===== config.mk =====
export PLATFORM = sky130hd
export DESIGN_NAME = pet_display_top
export DESIGN_NICKNAME = d
export VERILOG_FILES = /design/src/pet_display_pkg.sv /design/src/action_overlay.sv /design/src/face_overlay.sv /design/src/frame_scanner.sv /design/src/pet_display_top.sv /design/src/pet_status_regs.sv
export VERILOG_INCLUDE_DIRS = /design/src
export SDC_FILE = /design/constraint.sdc
export NUM_CORES = 1
export LEC_CHECK = 0
export BUFFER_PORTS_ARGS = -buffer_cell sky130_fd_sc_hd__buf_2
export CORE_ASPECT_RATIO = 1.1
export CORE_UTILIZATION = 54
export CTS_CLUSTER_SIZE = 40
export DETAILED_ROUTE_END_ITERATION = 10
export GPL_TIMING_DRIVEN = 0
export PLACE_DENSITY = 0.89
export SLEW_MARGIN = 20
export SYNTH_ARGS = -nofsm -noshare
export SYNTH_HDL_FRONTEND = slang
export SYNTH_SLANG_ARGS = --single-unit

===== constraint.sdc =====
create_clock -name clk_input_data -period 2.4 [get_ports clk_input_data]
set_input_delay 0.48 -clock clk_input_data [delete_from_list [all_inputs] [get_ports clk_input_data]]
set_output_delay 0.48 -clock clk_input_data [all_outputs]
set_load 0.05 [all_outputs]

===== src/pet_display_defs.svh =====
//##################################################
// Frame size, APB register map, RGB565 colors and
// face geometry, included by every pet display file
//##################################################
`ifndef PET_DISPLAY_DEFS_SVH
`define PET_DISPLAY_DEFS_SVH

`define PD_COLS   128
`define PD_ROWS   128
`define PD_PIXELS 16384
`define PD_IDX_W  14
`define PD_PIX_W  16
`define PD_ADDR_W 4

`define PD_REG_STATUS 4'h0 // hungry, sick, sad, tired from bit 0 up
`define PD_REG_ACTION 4'h4 // eat, heal from bit 0 up
`define PD_REG_CTRL   4'h8 // Write bit 0 to start, read busy

`define PD_BG_COLOR    16'h7bef
`define PD_SKIN        16'hff14
`define PD_BLACK       16'h0000
`define PD_WHITE       16'hffff
`define PD_YELLOW      16'hfe32
`define PD_GREEN       16'h4dac
`define PD_BROWN       16'h91e4
`define PD_CROSS_GREEN 16'h4e8c
`define PD_CROSS_BLUE  16'h45bc

// Inclusive row and column bounds of the face features
`define PD_EYE_ROW_A_LO   7'd57
`define PD_EYE_ROW_A_HI   7'd59
`define PD_EYE_ROW_B_LO   7'd68
`define PD_EYE_ROW_B_HI   7'd70
`define PD_EYE_COL_LO     7'd76
`define PD_EYE_COL_HI     7'd81
`define PD_PUPIL_COL_LO   7'd78 // Narrow pupil when hungry
`define PD_PUPIL_COL_HI   7'd79
`define PD_CHEEK_ROW_A_LO 7'd53
`define PD_CHEEK_ROW_A_HI 7'd55
`define PD_CHEEK_ROW_B_LO 7'd72
`define PD_CHEEK_ROW_B_HI 7'd74
`define PD_CHEEK_COL_LO   7'd82
`define PD_CHEEK_COL_HI   7'd85
`define PD_MOUTH_ROW_LO   7'd58
`define PD_MOUTH_ROW_HI   7'd67
`define PD_MOUTH_COL_SAD  7'd88
`define PD_MOUTH_COL_OK   7'd86
`define PD_BROW_ROW_LO    7'd44
`define PD_BROW_ROW_HI    7'd46
`define PD_BROW_COL_LO    7'd55
`define PD_BROW_COL_HI    7'd60

// Action marks
`define PD_EAT_ROW_LO     7'd58
`define PD_EAT_ROW_HI     7'd69
`define PD_EAT_COL_LO     7'd86
`define PD_EAT_COL_HI     7'd89
`define PD_HEAL_ROW_LO    7'd61
`define PD_HEAL_ROW_HI    7'd66
`define PD_HEAL_COL_LO    7'd97
`define PD_HEAL_COL_HI    7'd102
`define PD_HEAL_BAR_ROW_LO 7'd63
`define PD_HEAL_BAR_ROW_HI 7'd64
`define PD_HEAL_BAR_COL_LO 7'd99
`define PD_HEAL_BAR_COL_HI 7'd100

`endif


===== src/pet_display_pkg.sv =====
//##################################################
// Types passed between the pet display pipeline stages
//##################################################
`default_nettype none

`include "pet_display_defs.svh"

package pet_display_pkg;

    // Condition and action flags where 1 means present
    typedef struct packed {
        logic hungry;
        logic sick;
        logic sad;
        logic tired;
        logic eat;
        logic heal;
    } pet_flags_t;

    // One pixel travelling down the pipeline
    typedef struct packed {
        logic [$clog2(`PD_ROWS)-1:0] row;
        logic [$clog2(`PD_COLS)-1:0] col;
        logic [`PD_PIX_W-1:0]        color;
        pet_flags_t                  flags;
        logic                        last;  // Final pixel of the frame
    } pixel_beat_t;

    // Inclusive range check on a row or column
    function automatic logic in_span(
        input logic [$clog2(`PD_COLS)-1:0] v,
        input logic [$clog2(`PD_COLS)-1:0] lo,
        input logic [$clog2(`PD_COLS)-1:0] hi
    );
        return (v >= lo) && (v <= hi);
    endfunction

endpackage

`default_nettype wire


===== src/action_overlay.sv =====
//##################################################
// Second overlay stage: eat and heal marks over the
// face, then the pixel goes out on the stream
//##################################################
`default_nettype none
`timescale 1ns/1ps

`include "pet_display_defs.svh"

module action_overlay (
    input  logic                         clk_input_data,
    input  logic                         rst,
    input  pet_display_pkg::pixel_beat_t in_beat,
    input  logic                         in_valid,
    output logic                         in_ready,
    output logic [`PD_PIX_W-1:0]         pix_data,
    output logic                         pix_valid,
    input  logic                         pix_ready,
    output logic                         last_accepted
);

    logic [`PD_PIX_W-1:0]        paint;
    logic [`PD_PIX_W-1:0]        color_q;
    logic                        last_q;
    logic                        valid_q;
    logic                        load;
    logic [$clog2(`PD_ROWS)-1:0] row;
    logic [$clog2(`PD_COLS)-1:0] col;
    logic                        in_eat;
    logic                        in_heal;
    logic                        heal_bar;

    assign row = in_beat.row;
    assign col = in_beat.col;

    assign in_eat  = pet_display_pkg::in_span(row, `PD_EAT_ROW_LO, `PD_EAT_ROW_HI) &&
                     pet_display_pkg::in_span(col, `PD_EAT_COL_LO, `PD_EAT_COL_HI);
    assign in_heal = pet_display_pkg::in_span(row, `PD_HEAL_ROW_LO, `PD_HEAL_ROW_HI) &&
                     pet_display_pkg::in_span(col, `PD_HEAL_COL_LO, `PD_HEAL_COL_HI);
    // Vertical or horizontal bar of the plus shaped cross
    assign heal_bar = pet_display_pkg::in_span(col, `PD_HEAL_BAR_COL_LO, `PD_HEAL_BAR_COL_HI) ||
                      pet_display_pkg::in_span(row, `PD_HEAL_BAR_ROW_LO, `PD_HEAL_BAR_ROW_HI);

    always_comb begin
        paint = in_beat.color;
        if (in_beat.flags.eat && in_eat) begin
            paint = (col == `PD_EAT_COL_LO || col == `PD_EAT_COL_HI) ? `PD_BROWN : `PD_SKIN;
        end
        if (in_beat.flags.heal && in_heal) begin
            paint = heal_bar ? `PD_CROSS_GREEN : `PD_CROSS_BLUE;
        end
    end

    assign load          = !valid_q || pix_ready;
    assign in_ready      = load;
    assign pix_valid     = valid_q;
    assign pix_data      = color_q;
    assign last_accepted = valid_q && pix_ready && last_q;  // Closes the frame

    always_ff @(posedge clk_input_data) begin
        if (!rst) begin
            valid_q <= 1'b0;
        end else if (load) begin
            valid_q <= in_valid;
        end
    end

    always_ff @(posedge clk_input_data) begin
        if (load && in_valid) begin
            color_q <= paint;
            last_q  <= in_beat.last;
        end
    end

    a_hold_pix: assert property (@(posedge clk_input_data) disable iff (!rst)
        pix_valid && !pix_ready |=> pix_valid && $stable(pix_data))
        else $error("pix_data changed or dropped while stalled");

endmodule

`default_nettype wire


===== src/face_overlay.sv =====
//##################################################
// First overlay stage: eyes, cheeks, mouth and brows
// painted from the condition flags of each beat
//##################################################
`default_nettype none
`timescale 1ns/1ps

`include "pet_display_defs.svh"

module face_overlay (
    input  logic                         clk_input_data,
    input  logic                         rst,
    input  pet_display_pkg::pixel_beat_t in_beat,
    input  logic                         in_valid,
    output logic                         in_ready,
    output pet_display_pkg::pixel_beat_t out_beat,
    output logic                         out_valid,
    input  logic                         out_ready
);

    pet_display_pkg::pixel_beat_t paint;
    pet_display_pkg::pixel_beat_t beat_q;
    logic                         valid_q;
    logic                         load;
    logic [$clog2(`PD_ROWS)-1:0]  row;
    logic [$clog2(`PD_COLS)-1:0]  col;
    logic                         in_eye;
    logic                         in_cheek;
    logic                         in_mouth;
    logic                         in_brow;

    assign row = in_beat.row;
    assign col = in_beat.col;

    assign in_eye = (pet_display_pkg::in_span(row, `PD_EYE_ROW_A_LO, `PD_EYE_ROW_A_HI) ||
                     pet_display_pkg::in_span(row, `PD_EYE_ROW_B_LO, `PD_EYE_ROW_B_HI)) &&
                    pet_display_pkg::in_span(col, `PD_EYE_COL_LO, `PD_EYE_COL_HI);
    assign in_cheek = (pet_display_pkg::in_span(row, `PD_CHEEK_ROW_A_LO, `PD_CHEEK_ROW_A_HI) ||
                       pet_display_pkg::in_span(row, `PD_CHEEK_ROW_B_LO, `PD_CHEEK_ROW_B_HI)) &&
                      pet_display_pkg::in_span(col, `PD_CHEEK_COL_LO, `PD_CHEEK_COL_HI);
    assign in_mouth = pet_display_pkg::in_span(row, `PD_MOUTH_ROW_LO, `PD_MOUTH_ROW_HI) &&
                      (col == (in_beat.flags.sad ? `PD_MOUTH_COL_SAD : `PD_MOUTH_COL_OK));
    assign in_brow = pet_display_pkg::in_span(row, `PD_BROW_ROW_LO, `PD_BROW_ROW_HI) &&
                     pet_display_pkg::in_span(col, `PD_BROW_COL_LO, `PD_BROW_COL_HI);

    always_comb begin
        paint = in_beat;
        if (in_eye) begin
            if (in_beat.flags.hungry) begin
                paint.color = pet_display_pkg::in_span(col, `PD_PUPIL_COL_LO, `PD_PUPIL_COL_HI)
                              ? `PD_BLACK : `PD_SKIN;
            end else begin
                // Wide pupil with skin only on the outer columns
                paint.color = (col == `PD_EYE_COL_LO || col == `PD_EYE_COL_HI)
                              ? `PD_SKIN : `PD_BLACK;
            end
        end
        if (in_cheek) begin
            paint.color = in_beat.flags.sick ? `PD_YELLOW : `PD_GREEN;
        end
        if (in_mouth) begin
            paint.color = `PD_BLACK;
        end
        if (in_brow) begin
            paint.color = in_beat.flags.tired ? `PD_WHITE : `PD_BLACK;
        end
    end

    assign load      = !valid_q || out_ready;  // Empty or draining
    assign in_ready  = load;
    assign out_valid = valid_q;
    assign out_beat  = beat_q;

    always_ff @(posedge clk_input_data) begin
        if (!rst) begin
            valid_q <= 1'b0;
        end else if (load) begin
            valid_q <= in_valid;
        end
    end

    always_ff @(posedge clk_input_data) begin
        if (load && in_valid) begin
            beat_q <= paint;
        end
    end

endmodule

`default_nettype wire


===== src/frame_scanner.sv =====
//##################################################
// Walks the pixel index of one frame after start and
// emits background beats carrying the flag snapshot
//##################################################
`default_nettype none
`timescale 1ns/1ps

`include "pet_display_defs.svh"

module frame_scanner (
    input  logic                         clk_input_data,
    input  logic                         rst,
    input  logic                         start,
    input  pet_display_pkg::pet_flags_t  flags,
    output logic                         busy,
    output pet_display_pkg::pixel_beat_t out_beat,
    output logic                         out_valid,
    input  logic                         out_ready,
    input  logic                         last_accepted,
    output logic                         frame_done
);

    logic [`PD_IDX_W-1:0]        idx_q;
    pet_display_pkg::pet_flags_t flags_q;
    logic                        at_last;
    logic                        advance;

    assign at_last = (idx_q == `PD_IDX_W'(`PD_PIXELS - 1));
    assign advance = out_valid && out_ready;

    always_ff @(posedge clk_input_data) begin
        if (!rst) begin
            busy       <= 1'b0;
            out_valid  <= 1'b0;
            idx_q      <= '0;
            frame_done <= 1'b0;
        end else begin
            frame_done <= 1'b0;
            if (!busy) begin
                if (start) begin
                    busy      <= 1'b1;
                    out_valid <= 1'b1;  // Pixel 0 ready at once
                    idx_q     <= '0;
                end
            end else begin
                if (advance) begin
                    if (at_last) begin
                        out_valid <= 1'b0;  // Wait for the pipeline to drain
                    end else begin
                        idx_q <= idx_q + 1'b1;
                    end
                end
                if (last_accepted) begin
                    busy       <= 1'b0;
                    frame_done <= 1'b1;
                end
            end
        end
    end

    // Flags are frozen for the whole frame
    always_ff @(posedge clk_input_data) begin
        if (start && !busy) begin
            flags_q <= flags;
        end
    end

    always_comb begin
        out_beat.row   = idx_q[`PD_IDX_W-1:$clog2(`PD_COLS)];
        out_beat.col   = idx_q[$clog2(`PD_COLS)-1:0];
        out_beat.color = `PD_BG_COLOR;
        out_beat.flags = flags_q;
        out_beat.last  = at_last;
    end

    a_hold_idx: assert property (@(posedge clk_input_data) disable iff (!rst)
        out_valid && !out_ready |=> out_valid && $stable(idx_q))
        else $error("pixel index moved while the scanner was stalled");

endmodule

`default_nettype wire


===== src/pet_display_top.sv =====
//##################################################
// Pet display top: APB registers, frame scanner and
// two overlay stages feeding the pixel stream
//##################################################
`default_nettype none
`timescale 1ns/1ps

`include "pet_display_defs.svh"

module pet_display_top (
    input  logic                  clk_input_data,
    input  logic                  rst,
    input  logic                  psel,
    input  logic                  penable,
    input  logic                  pwrite,
    input  logic [`PD_ADDR_W-1:0] paddr,
    input  logic [31:0]           pwdata,
    output logic [31:0]           prdata,
    output logic                  pready,
    output logic                  pslverr,
    output logic [`PD_PIX_W-1:0]  pix_data,
    output logic                  pix_valid,
    input  logic                  pix_ready,
    output logic                  frame_done
);

    pet_display_pkg::pet_flags_t  flags;
    pet_display_pkg::pixel_beat_t scan_beat;
    pet_display_pkg::pixel_beat_t face_beat;
    logic                         start;
    logic                         busy;
    logic                         scan_valid;
    logic                         scan_ready;
    logic                         face_valid;
    logic                         face_ready;
    logic                         last_accepted;

    pet_status_regs u_pet_status_regs (
        .clk_input_data, .rst,
        .psel, .penable, .pwrite, .paddr, .pwdata,
        .prdata, .pready, .pslverr,
        .busy, .flags, .start
    );

    frame_scanner u_frame_scanner (
        .clk_input_data, .rst,
        .start, .flags, .busy,
        .out_beat  (scan_beat),
        .out_valid (scan_valid),
        .out_ready (scan_ready),
        .last_accepted,
        .frame_done
    );

    face_overlay u_face_overlay (
        .clk_input_data, .rst,
        .in_beat   (scan_beat),
        .in_valid  (scan_valid),
        .in_ready  (scan_ready),
        .out_beat  (face_beat),
        .out_valid (face_valid),
        .out_ready (face_ready)
    );

    action_overlay u_action_overlay (
        .clk_input_data, .rst,
        .in_beat   (face_beat),
        .in_valid  (face_valid),
        .in_ready  (face_ready),
        .pix_data, .pix_valid, .pix_ready,
        .last_accepted
    );

endmodule

`default_nettype wire


===== src/pet_status_regs.sv =====
//##################################################
// APB slave with STATUS, ACTION and CTRL registers;
// a CTRL write of bit 0 pulses start to the scanner
//##################################################
`default_nettype none
`timescale 1ns/1ps

`include "pet_display_defs.svh"

module pet_status_regs (
    input  logic                        clk_input_data,
    input  logic                        rst,
    input  logic                        psel,
    input  logic                        penable,
    input  logic                        pwrite,
    input  logic [`PD_ADDR_W-1:0]       paddr,
    input  logic [31:0]                 pwdata,
    output logic [31:0]                 prdata,
    output logic                        pready,
    output logic                        pslverr,
    input  logic                        busy,
    output pet_display_pkg::pet_flags_t flags,
    output logic                        start
);

    logic [3:0] status_q;  // hungry, sick, sad, tired
    logic [1:0] action_q;  // eat, heal
    logic       access;
    logic       addr_hit;

    assign access   = psel && penable;
    assign addr_hit = (paddr == `PD_REG_STATUS) || (paddr == `PD_REG_ACTION) ||
                      (paddr == `PD_REG_CTRL);
    assign pready   = 1'b1;             // No wait states
    assign pslverr  = access && !addr_hit;

    always_ff @(posedge clk_input_data) begin
        if (!rst) begin
            status_q <= '0;
            action_q <= '0;
            start    <= 1'b0;
        end else begin
            start <= 1'b0;
            if (access && pwrite) begin
                case (paddr)
                    `PD_REG_STATUS: status_q <= pwdata[3:0];
                    `PD_REG_ACTION: action_q <= pwdata[1:0];
                    `PD_REG_CTRL:   start    <= pwdata[0] && !busy; // Dropped mid-frame
                    default:        ;
                endcase
            end
        end
    end

    always_comb begin
        prdata = '0;
        case (paddr)
            `PD_REG_STATUS: prdata[3:0] = status_q;
            `PD_REG_ACTION: prdata[1:0] = action_q;
            `PD_REG_CTRL:   prdata[0]   = busy;
            default:        prdata      = '0;   // Unmapped reads zero
        endcase
    end

    assign flags = '{hungry: status_q[0],
                     sick:   status_q[1],
                     sad:    status_q[2],
                     tired:  status_q[3],
                     eat:    action_q[0],
                     heal:   action_q[1]};

    // Start reaches an idle scanner, which turns busy on the next edge
    a_start_idle: assert property (@(posedge clk_input_data) disable iff (!rst)
        start |-> !busy ##1 busy)
        else $error("start pulse while the scanner was busy or did not engage");

endmodule

`default_nettype wire


==> results of run 1 <==
-- layer usage --
layer / share of wire / routed length, µm / GRT usage / vias up
met3: 0.053 / 392 / 0.0364 / 18
met1: 0.39 / 2920 / 0.225 / 1358
met5: 0 / 0 / 0 / -
met4: 0.025 / 186 / 0.120 / 0
met2: 0.53 / 3920 / 0.370 / 103
li1: - / - / - / 1435
-- kinds of logic (layout without fill, tap and decap cells) --
family	count (synthesis)	count (layout)
adders and majority gates	3	3
xor gates and xnor gates	6	6
buffers and inverters	55	107
and+or+nand+nor	151	151
DFF	75	75
AOI/OAI and AO/OA	59	59
muxes	12	12
other	2	29
-- cell type report --
type	count	area [µm²]
Timing Repair Buffer	36	186
Clock inverter	6	88.8
Sequential cell	75	1990
Inverter	11	41.3
Clock buffer	10	128
Multi-Input combinational cell	260	1680
Buffer	44	340
Tap cell	85	106
Fill cell	575	2480
-- power by group --
part           internal, µW  total, µW  switching [µW]
sequential             1360       1360           0.724
combinational          47.6        183             136
clock                   587       1060             473
-- flip-flops by register name, indices dropped and copies added, names as in the netlist, 2 cells and up --
name	flops
u_action_overlay.pix_data	16
u_pet_status_regs.action_q	2
u_frame_scanner.idx_q	14
u_frame_scanner.out_beat	6
u_face_overlay.out_beat	26
u_pet_status_regs.status_q	4
-- critical path: stages, from the launching register on --
cell	delay, ns
sky130_fd_sc_hd__dfxtp_1	0.52
sky130_fd_sc_hd__ha_1	0.35
sky130_fd_sc_hd__nand3_2	0.16
sky130_fd_sc_hd__nor4_4	0.55
sky130_fd_sc_hd__a211oi_4	0.18
sky130_fd_sc_hd__and3_4	0.22
sky130_fd_sc_hd__o21a_1	0.16
-- through the flow --
stage                     setup TNS, ns  total power, µW  std cells  area [µm²]  setup slack [ns]
after floorplan                       0             1550        390        4050             0.130
after global placement            -4.72             1570        510        4330            -0.278
after detailed placement              0             1570        511        4350             0.175
after CTS                             0             2610        527        4560             0.165
after global routing                  0             2680        527        4570            0.0186
final                                 0             2600        527        4570             0.143
-- layout by cell type (no fill, tap or decap), types with 3 or more instances in the layout --
cell type / instances
sky130_fd_sc_hd__nor3b_1: 4
sky130_fd_sc_hd__and3_1: 6
sky130_fd_sc_hd__nand3_1: 8
sky130_fd_sc_hd__nand4bb_1: 3
sky130_fd_sc_hd__nor4_1: 6
sky130_fd_sc_hd__buf_6: 5
sky130_fd_sc_hd__nand2b_1: 6
sky130_fd_sc_hd__nand4_1: 9
sky130_fd_sc_hd__a21oi_1: 11
sky130_fd_sc_hd__edfxtp_1: 49
sky130_fd_sc_hd__clkbuf_8: 11
sky130_fd_sc_hd__buf_2: 36
sky130_fd_sc_hd__and2_1: 4
sky130_fd_sc_hd__dfxtp_1: 26
sky130_fd_sc_hd__o21ai_0: 7
sky130_fd_sc_hd__inv_1: 11
sky130_fd_sc_hd__nand2_1: 27
sky130_fd_sc_hd__nor4bb_1: 4
sky130_fd_sc_hd__or3_1: 5
sky130_fd_sc_hd__o21a_1: 7
sky130_fd_sc_hd__a31oi_1: 3
sky130_fd_sc_hd__xnor2_1: 6
sky130_fd_sc_hd__nor3_1: 5
sky130_fd_sc_hd__conb_1: 29
sky130_fd_sc_hd__clkbuf_1: 4
sky130_fd_sc_hd__nor4b_1: 3
sky130_fd_sc_hd__a211o_1: 3
sky130_fd_sc_hd__a211oi_1: 3
sky130_fd_sc_hd__buf_4: 33
sky130_fd_sc_hd__nor2_1: 33
sky130_fd_sc_hd__mux2i_1: 12
sky130_fd_sc_hd__and3b_1: 4
sky130_fd_sc_hd__ha_1: 3
-- how the worst min path moves through the flow --
stage,from,end,cells after the start
CTS,pwdata[2],u_pet_status_regs.status_q[2]$_SDFFE_PN0P_,3
detailed placement,u_frame_scanner.out_beat[1]$_DFFE_PP_,u_face_overlay.out_beat[1]$_DFFE_PP_,0
global placement,u_frame_scanner.out_beat[2]$_DFFE_PP_,u_face_overlay.out_beat[2]$_DFFE_PP_,0
global route,pwdata[3],u_pet_status_regs.status_q[3]$_SDFFE_PN0P_,3
finish,pwdata[2],u_pet_status_regs.status_q[2]$_SDFFE_PN0P_,3
floorplan,u_face_overlay.out_beat[0]$_DFFE_PP_,u_action_overlay.last_q$_DFFE_PP_,0
==> out/results.md, run 1 <==
| Parameter | Reported | Unit |
| --- | --- | --- |
| Worst-skew pair later-pin latency | 0.35 | ns |
| Worst setup startpoint | u_frame_scanner.idx_q[0]$_SDFFE_PN0P_ | - |
| Xor/xnor cell area share of the yosys netlist | 0.0133 | - |
| Total Wirelength | 7420 | µm |
| Minimum clock period | 2.26 | ns |
| I/O pins | 94 | - |
| Number of remaining DRC errors | 0 | - |
| Result of the run | finished clean | - |
| Fraction of post-synthesis cell area in the top cell type by area | 0.374 | - |
| Proportion of layout cells with a drive suffix above 1 | 0.249 | - |
| Flip-flop and latch count after synthesis | 75 | - |
| CP Data Arrival Time | 2.51 | ns |
| Die Width | 83.4 | µm |
| Share of flip-flops with an asynchronous set or reset | 0 | - |
| Half-perimeter wire length of the detailed placement result | 5460 | µm |
| Area added between synthesis and finish | 15.9 | % |
| Transition time at the pin with the least slew margin | 0.682 | ns |
| Yosys warnings | 0 | - |
| Routed len/inst | 14.1 | µm |
| Max capacitance violation total | 0 | - |
| Fraction of the mapped netlist area in compound gates | 0.109 | - |
| Number of buffers created by CTS | 9 | - |
| Placement row count | 32 | - |
| Post-DRT Antenna Nets | 0 | - |
| Largest area contributor in the netlist | sky130_fd_sc_hd__edfxtp_1 | - |
| Count leader, synth | sky130_fd_sc_hd__edfxtp_1 | - |
| Register-to-register path setup slack | 0.14 | ns |
| Core footprint | 0.00705 | mm² |
| Final Util | 0.648 | - |
| Area fraction in and, or, nand and nor cells after synthesis | 0.233 | - |
| Kind of path behind the tightest hold check | primary input to flip-flop | - |
| DR vias | 2914 | - |
| Post-cts resize count | 0 | - |
| Part of the cycle the worst path needs | 0.940 | - |
| Multiplexer share of the synthesized area | 0.0305 | - |
| Residual overflow from global routing | 0 | - |
| Antenna violations before repair | 0 | - |
| Slew Limit Headroom | 0.541 | - |
| First-pass iteration count of the detailed router | 5 | - |
| Maximum frequency from static timing analysis | 0.443 | GHz |
| Count of flip-flops with a built-in enable after synthesis | 49 | - |
| DRT iter0 DRCs | 160 | - |
| Dominant cells by area after synthesis | sky130_fd_sc_hd__edfxtp_1 (37%), sky130_fd_sc_hd__dfxtp_1 (13%), sky130_fd_sc_hd__buf_4 (6.3%) | - |
| Number of hold violations in the final report | 0 | - |
| GRT Util Overall | 0.205 | - |
| Port Buf Inserts | 35 | - |
| Sort of element at the start of the critical path | flip-flop | - |
| Final number of setup-violating endpoints | 0 | - |
| Worst slack on hold paths | 0.365 | ns |
| Post-synthesis sequential area ratio | 0.506 | - |
| Mean instance size in the synthesized netlist | 10.9 | µm² |
| Critical path peak fanout | 10 | - |
| Leakage | 0.00171 | µW |
| Synthesized netlist cell count | 363 | - |
| R2R cell count | 6 | - |
| Number of global-route vias before repair | 2713 | - |
| Number of nets at the end of the flow | 482 | - |
| Power density over the cells | 570 | mW/mm² |
| Max Slew Vio Count | 0 | - |
| Clock Root Buffer | sky130_fd_sc_hd__clkbuf_8 | - |
| Post-CTS clock slew at the launch and capture registers of the worst setup and hold paths | 0.08 | ns |
| Mapped cell area | 0.00394 | mm² |
| Wire length of the first global-routing pass | 12200 | µm |
| Max H-tree Level | 3 | - |
| Die area | 0.00764 | mm² |
| Unrepaired setup endpoints after global routing | no | - |
| Maximum number of buffers from clock root to sink | 2 | - |
| Launching point of the worst reg2reg path | u_frame_scanner.idx_q[0]$_SDFFE_PN0P_ | - |
| Count of distinct cell types in the synthesized netlist | 70 | - |
| Synth cell count leaders | sky130_fd_sc_hd__edfxtp_1 (49), sky130_fd_sc_hd__buf_4 (33), sky130_fd_sc_hd__nor2_1 (33), sky130_fd_sc_hd__nand2_1 (27), sky130_fd_sc_hd__dfxtp_1 (26) | - |
| Initial core utilization | 0.559 | - |
| Adder-cell share of the synthesized area | 0.00953 | - |
| Clock skew after layout | 0.00764 | ns |
| Die Span Y | 91.6 | µm |
| Type of element capturing the critical path | flip-flop | - |
| CTS tree | done | - |
| Number of setup buffers added after CTS | 0 | - |
| Main combinational cell family by area after synthesis | simple AND/OR/NAND/NOR gates | - |
| Final antenna diode count | 0 | - |
| Main flop type after synthesis | sky130_fd_sc_hd__edfxtp_1 | - |
| DR vias/cell | 5.53 | - |
| Peak supply drop | 0.000390 | V |
| Critical path destination | u_frame_scanner.idx_q[12]$_SDFFE_PN0P_ | - |
| Required @ worst endpoint | 2.65 | ns |
| End of the worst register-to-register path | u_frame_scanner.idx_q[12]$_SDFFE_PN0P_ | - |
| Pin count of the biggest net entering global routing | 27 | - |
| Count of hold-fix buffers inserted at cts | 0 | - |
| Kind of critical path | flip-flop to flip-flop | - |
| Final weighted congestion in routability-driven placement | 0.851 | - |
| Total clock sinks | 75 | - |
Note: power is estimated with default switching activity, not from simulation.
==> inputs of run 2 (changes only) <==
- BUFFER_PORTS_ARGS: -buffer_cell sky130_fd_sc_hd__buf_2 -> -buffer_cell sky130_fd_sc_hd__buf_4
- CORE_UTILIZATION: 54 -> 45
- PLACE_DENSITY: 0.89 -> 0.78
==> run 2 against run 1 <==
  * Via count fell by 1.4%
  * Global-route usage shrank 4.0 points
  * Critical endpoint is now u_face_overlay.out_beat[14]$_DFFE_PP_
  * Non-clock buffer count is 2 higher
  * Sequential cell count did not move
  * Sequential share of layout area fell by 0.83 points
  * Hold slack barely moved
  * Final cell count increased by 5.3%
  * Register-to-register slack better by 0.09 ns
  * Clock power is 21% lower
  * Die area is 20% higher
  * Utilization fell by 9.7 points
  * Critical path type unchanged
==> out/results.md, run 2 (same netlist as run 1, synthesis figures left out) <==
| Parameter | Reported | Unit | Delta |
| --- | --- | --- | --- |
| Peak supply drop | 0.000356 | V | -8.6% |
| Fillers | 743 | - | +29% |
| First-pass iteration count of the detailed router | 4 | - | -1 |
| CP Data Arrival Time | 2.27 | ns | -0.24 ns |
| Critical path peak fanout | 10 | - | unchanged |
| Max Slew Vio Count | 0 | - | unchanged |
| Result of the run | finished clean | - |  |
| Post-DRT Antenna Nets | 0 | - | unchanged |
| Final number of setup-violating endpoints | 0 | - | unchanged |
| Kind of path behind the tightest hold check | primary input to flip-flop | - |  |
| Total Wirelength | 6980 | µm | -6.0% |
| Kind of critical path | flip-flop to flip-flop | - |  |
| Final antenna diode count | 0 | - | unchanged |
| Slew Limit Headroom | 0.535 | - | -0.00613 |
| Unrepaired setup endpoints after global routing | no | - |  |
| Non-filler instance count after layout | 555 | - | +5.3% |
| Initial core utilization | 0.466 | - | -0.0929 |
| Clock skew after layout | 0.00697 | ns | -0.000676 ns |
| I/O pins | 94 | - | unchanged |
| Number of setup buffers added after CTS | 0 | - | unchanged |
| Maximum frequency from static timing analysis | 0.462 | GHz | +4.4% |
| Minimum clock period | 2.16 | ns | -0.0942 ns |
| Placement row count | 35 | - | +9.4% |
| Required @ worst endpoint | 2.51 | ns | -0.14 ns |
| Maximum number of buffers from clock root to sink | 2 | - | unchanged |
| Power density over the cells | 513 | mW/mm² | -10% |
| Part of the cycle the worst path needs | 0.901 | - | -0.0392 |
| Routed len/inst | 12.6 | µm | -11% |
| Number of flip-flops in the largest register | 26 | - | unchanged |
| Worst setup startpoint | u_frame_scanner.idx_q[13]$_SDFFE_PN0P_ | - |  |
| Hold Crit Start | pwdata[3] | - |  |
| Die Width | 91.2 | µm | +9.3% |
| DRT iter0 DRCs | 106 | - | -34% |
| Worst-skew pair later-pin latency | 0.35 | ns | about the same |
| Post-cts resize count | 0 | - | unchanged |
| Total negative slack for setup checks | 0 | ns | unchanged |
| GRT Util Overall | 0.165 | - | -0.0401 |
| Area added between synthesis and finish | 18.2 | % |  |
| DR vias/cell | 5.18 | - | -6.4% |
| Launching point of the worst reg2reg path | u_frame_scanner.idx_q[13]$_SDFFE_PN0P_ | - |  |
| Clock Root Buffer | sky130_fd_sc_hd__clkbuf_8 | - |  |
| Leakage | 0.00174 | µW | +1.7% |
| Wire length of the first global-routing pass | 11600 | µm | -4.7% |
| Register-to-register path setup slack | 0.24 | ns | +0.09 ns |
| Number of buffers created by CTS | 9 | - | unchanged |
| Final weighted congestion in routability-driven placement | 0.930 | - | +9.3% |
| Pin count of the biggest net entering global routing | 27 | - | unchanged |
| Core footprint | 0.00845 | mm² | +20% |
| Number of global-route vias before repair | 2584 | - | -4.8% |
| Most frequent cells in the layout | sky130_fd_sc_hd__buf_4 (70), sky130_fd_sc_hd__edfxtp_1 (49), sky130_fd_sc_hd__nor2_1 (33), sky130_fd_sc_hd__conb_1 (29), sky130_fd_sc_hd__nand2_1 (27) | - |  |
| Die Span Y | 100 | µm | +9.3% |
| Half-perimeter wire length of the detailed placement result | 5290 | µm | -3.1% |
| Port Buf Inserts | 35 | - | unchanged |
| Total clock sinks | 75 | - | unchanged |
| # placed instances | 537 | - | +5.1% |
| Leading cell type in the layout, fill and taps excluded | sky130_fd_sc_hd__buf_4 | - |  |
| Post-CTS clock slew at the launch and capture registers of the worst setup and hold paths | 0.07 | ns | about the same |
| DR vias | 2873 | - | -1.4% |
| Die area | 0.00913 | mm² | +20% |
| Antenna violations before repair | 0 | - | unchanged |
| Number of nets at the end of the flow | 484 | - | +0.41% |
| Count of hold-fix buffers inserted at cts | 0 | - | unchanged |
| Number of hold violations in the final report | 0 | - | unchanged |
| Number of remaining DRC errors | 0 | - | unchanged |
| Sort of element at the start of the critical path | flip-flop | - |  |
| Type of element capturing the critical path | flip-flop | - |  |
| Max capacitance violation total | 0 | - | unchanged |
| Proportion of layout cells with a drive suffix above 1 | 0.250 | - | +0.00113 |
| CTS tree | done | - |  |
| Max H-tree Level | 3 | - | unchanged |
| Transition time at the pin with the least slew margin | 0.691 | ns | +0.00909 ns |
| Residual overflow from global routing | 0 | - | unchanged |
==> run 2: cell count changes in the layout (fill, tap and decap cells not counted) <==
| cell | delta |
|---|---|
| sky130_fd_sc_hd__clkbuf_1 | +1 |
| sky130_fd_sc_hd__bufinv_16 | -2 |
| sky130_fd_sc_hd__clkinv_4 | +2 |
| sky130_fd_sc_hd__buf_4 | +37 |
| sky130_fd_sc_hd__buf_2 | -35 |
| sky130_fd_sc_hd__clkinvlp_4 | -1 |
==> run 2: metrics by stage <==
stage / hold WS, ns / util / setup WS, ns / total power (µW) / cell area (µm²)
final: 0.364 / 0.551 / 0.237 / 2390 / 4650
after global routing: 0.367 / 0.551 / 0.0819 / 2460 / 4650
after detailed placement: 0.410 / 0.529 / 0.147 / 1580 / 4470
after floorplan: 0.400 / - / 0.130 / 1550 / 4050
after CTS: 0.353 / 0.549 / 0.136 / 2400 / 4640
after global placement: 0.404 / 0.527 / -0.297 / 1570 / 4450
==> run 2: worst paths after layout <==
kind | to | cells after the start
worst min-delay path | u_pet_status_regs.status_q[3]$_SDFFE_PN0P_ | 3
worst min register to register | u_action_overlay.last_q$_DFFE_PP_ | 0
worst max-delay path | u_face_overlay.out_beat[14]$_DFFE_PP_ | 6
worst max register to register | u_face_overlay.out_beat[14]$_DFFE_PP_ | 6
==> run 2: layer usage <==
layer  up-vias  part of all wire  GRT usage
li1       1438                 -          -
met1      1319              0.41      0.181
met2       100              0.51      0.293
met3        16             0.055     0.0455
met4         0             0.027     0.0855
met5         -                 0          0
==> run 2: critical path, stage by stage, from the launching register on <==
cell                       delay (ns)
sky130_fd_sc_hd__dfxtp_1         0.33
sky130_fd_sc_hd__buf_4           0.16
sky130_fd_sc_hd__or3b_1          0.38
sky130_fd_sc_hd__nor4b_1         0.57
sky130_fd_sc_hd__o21ai_1         0.24
sky130_fd_sc_hd__nand3_1         0.16
sky130_fd_sc_hd__nand2b_1        0.07
==> run 2: area by class of cell <==
class / count / area (µm²) / area share
flip-flops and latches: 75 / 1990 / 0.428
multi-input cells: 260 / 1680 / 0.362
plain buffers: 44 / 340 / 0.0731
repair buffers: 38 / 289 / 0.0621
well taps: 111 / 139 / 0.0298
clock buffers: 11 / 131 / 0.0282
inverters: 11 / 41.3 / 0.00887
clock inverters: 5 / 38.8 / 0.00833
==> run 2: power breakdown <==
part	leakage (µW)	total (µW)	switching (µW)	internal, µW
clock network	0.0000839	838	457	381
logic	0.00107	189	135	53.8
registers	0.000589	1360	0.771	1360
total	0.00174	2390	593	1790
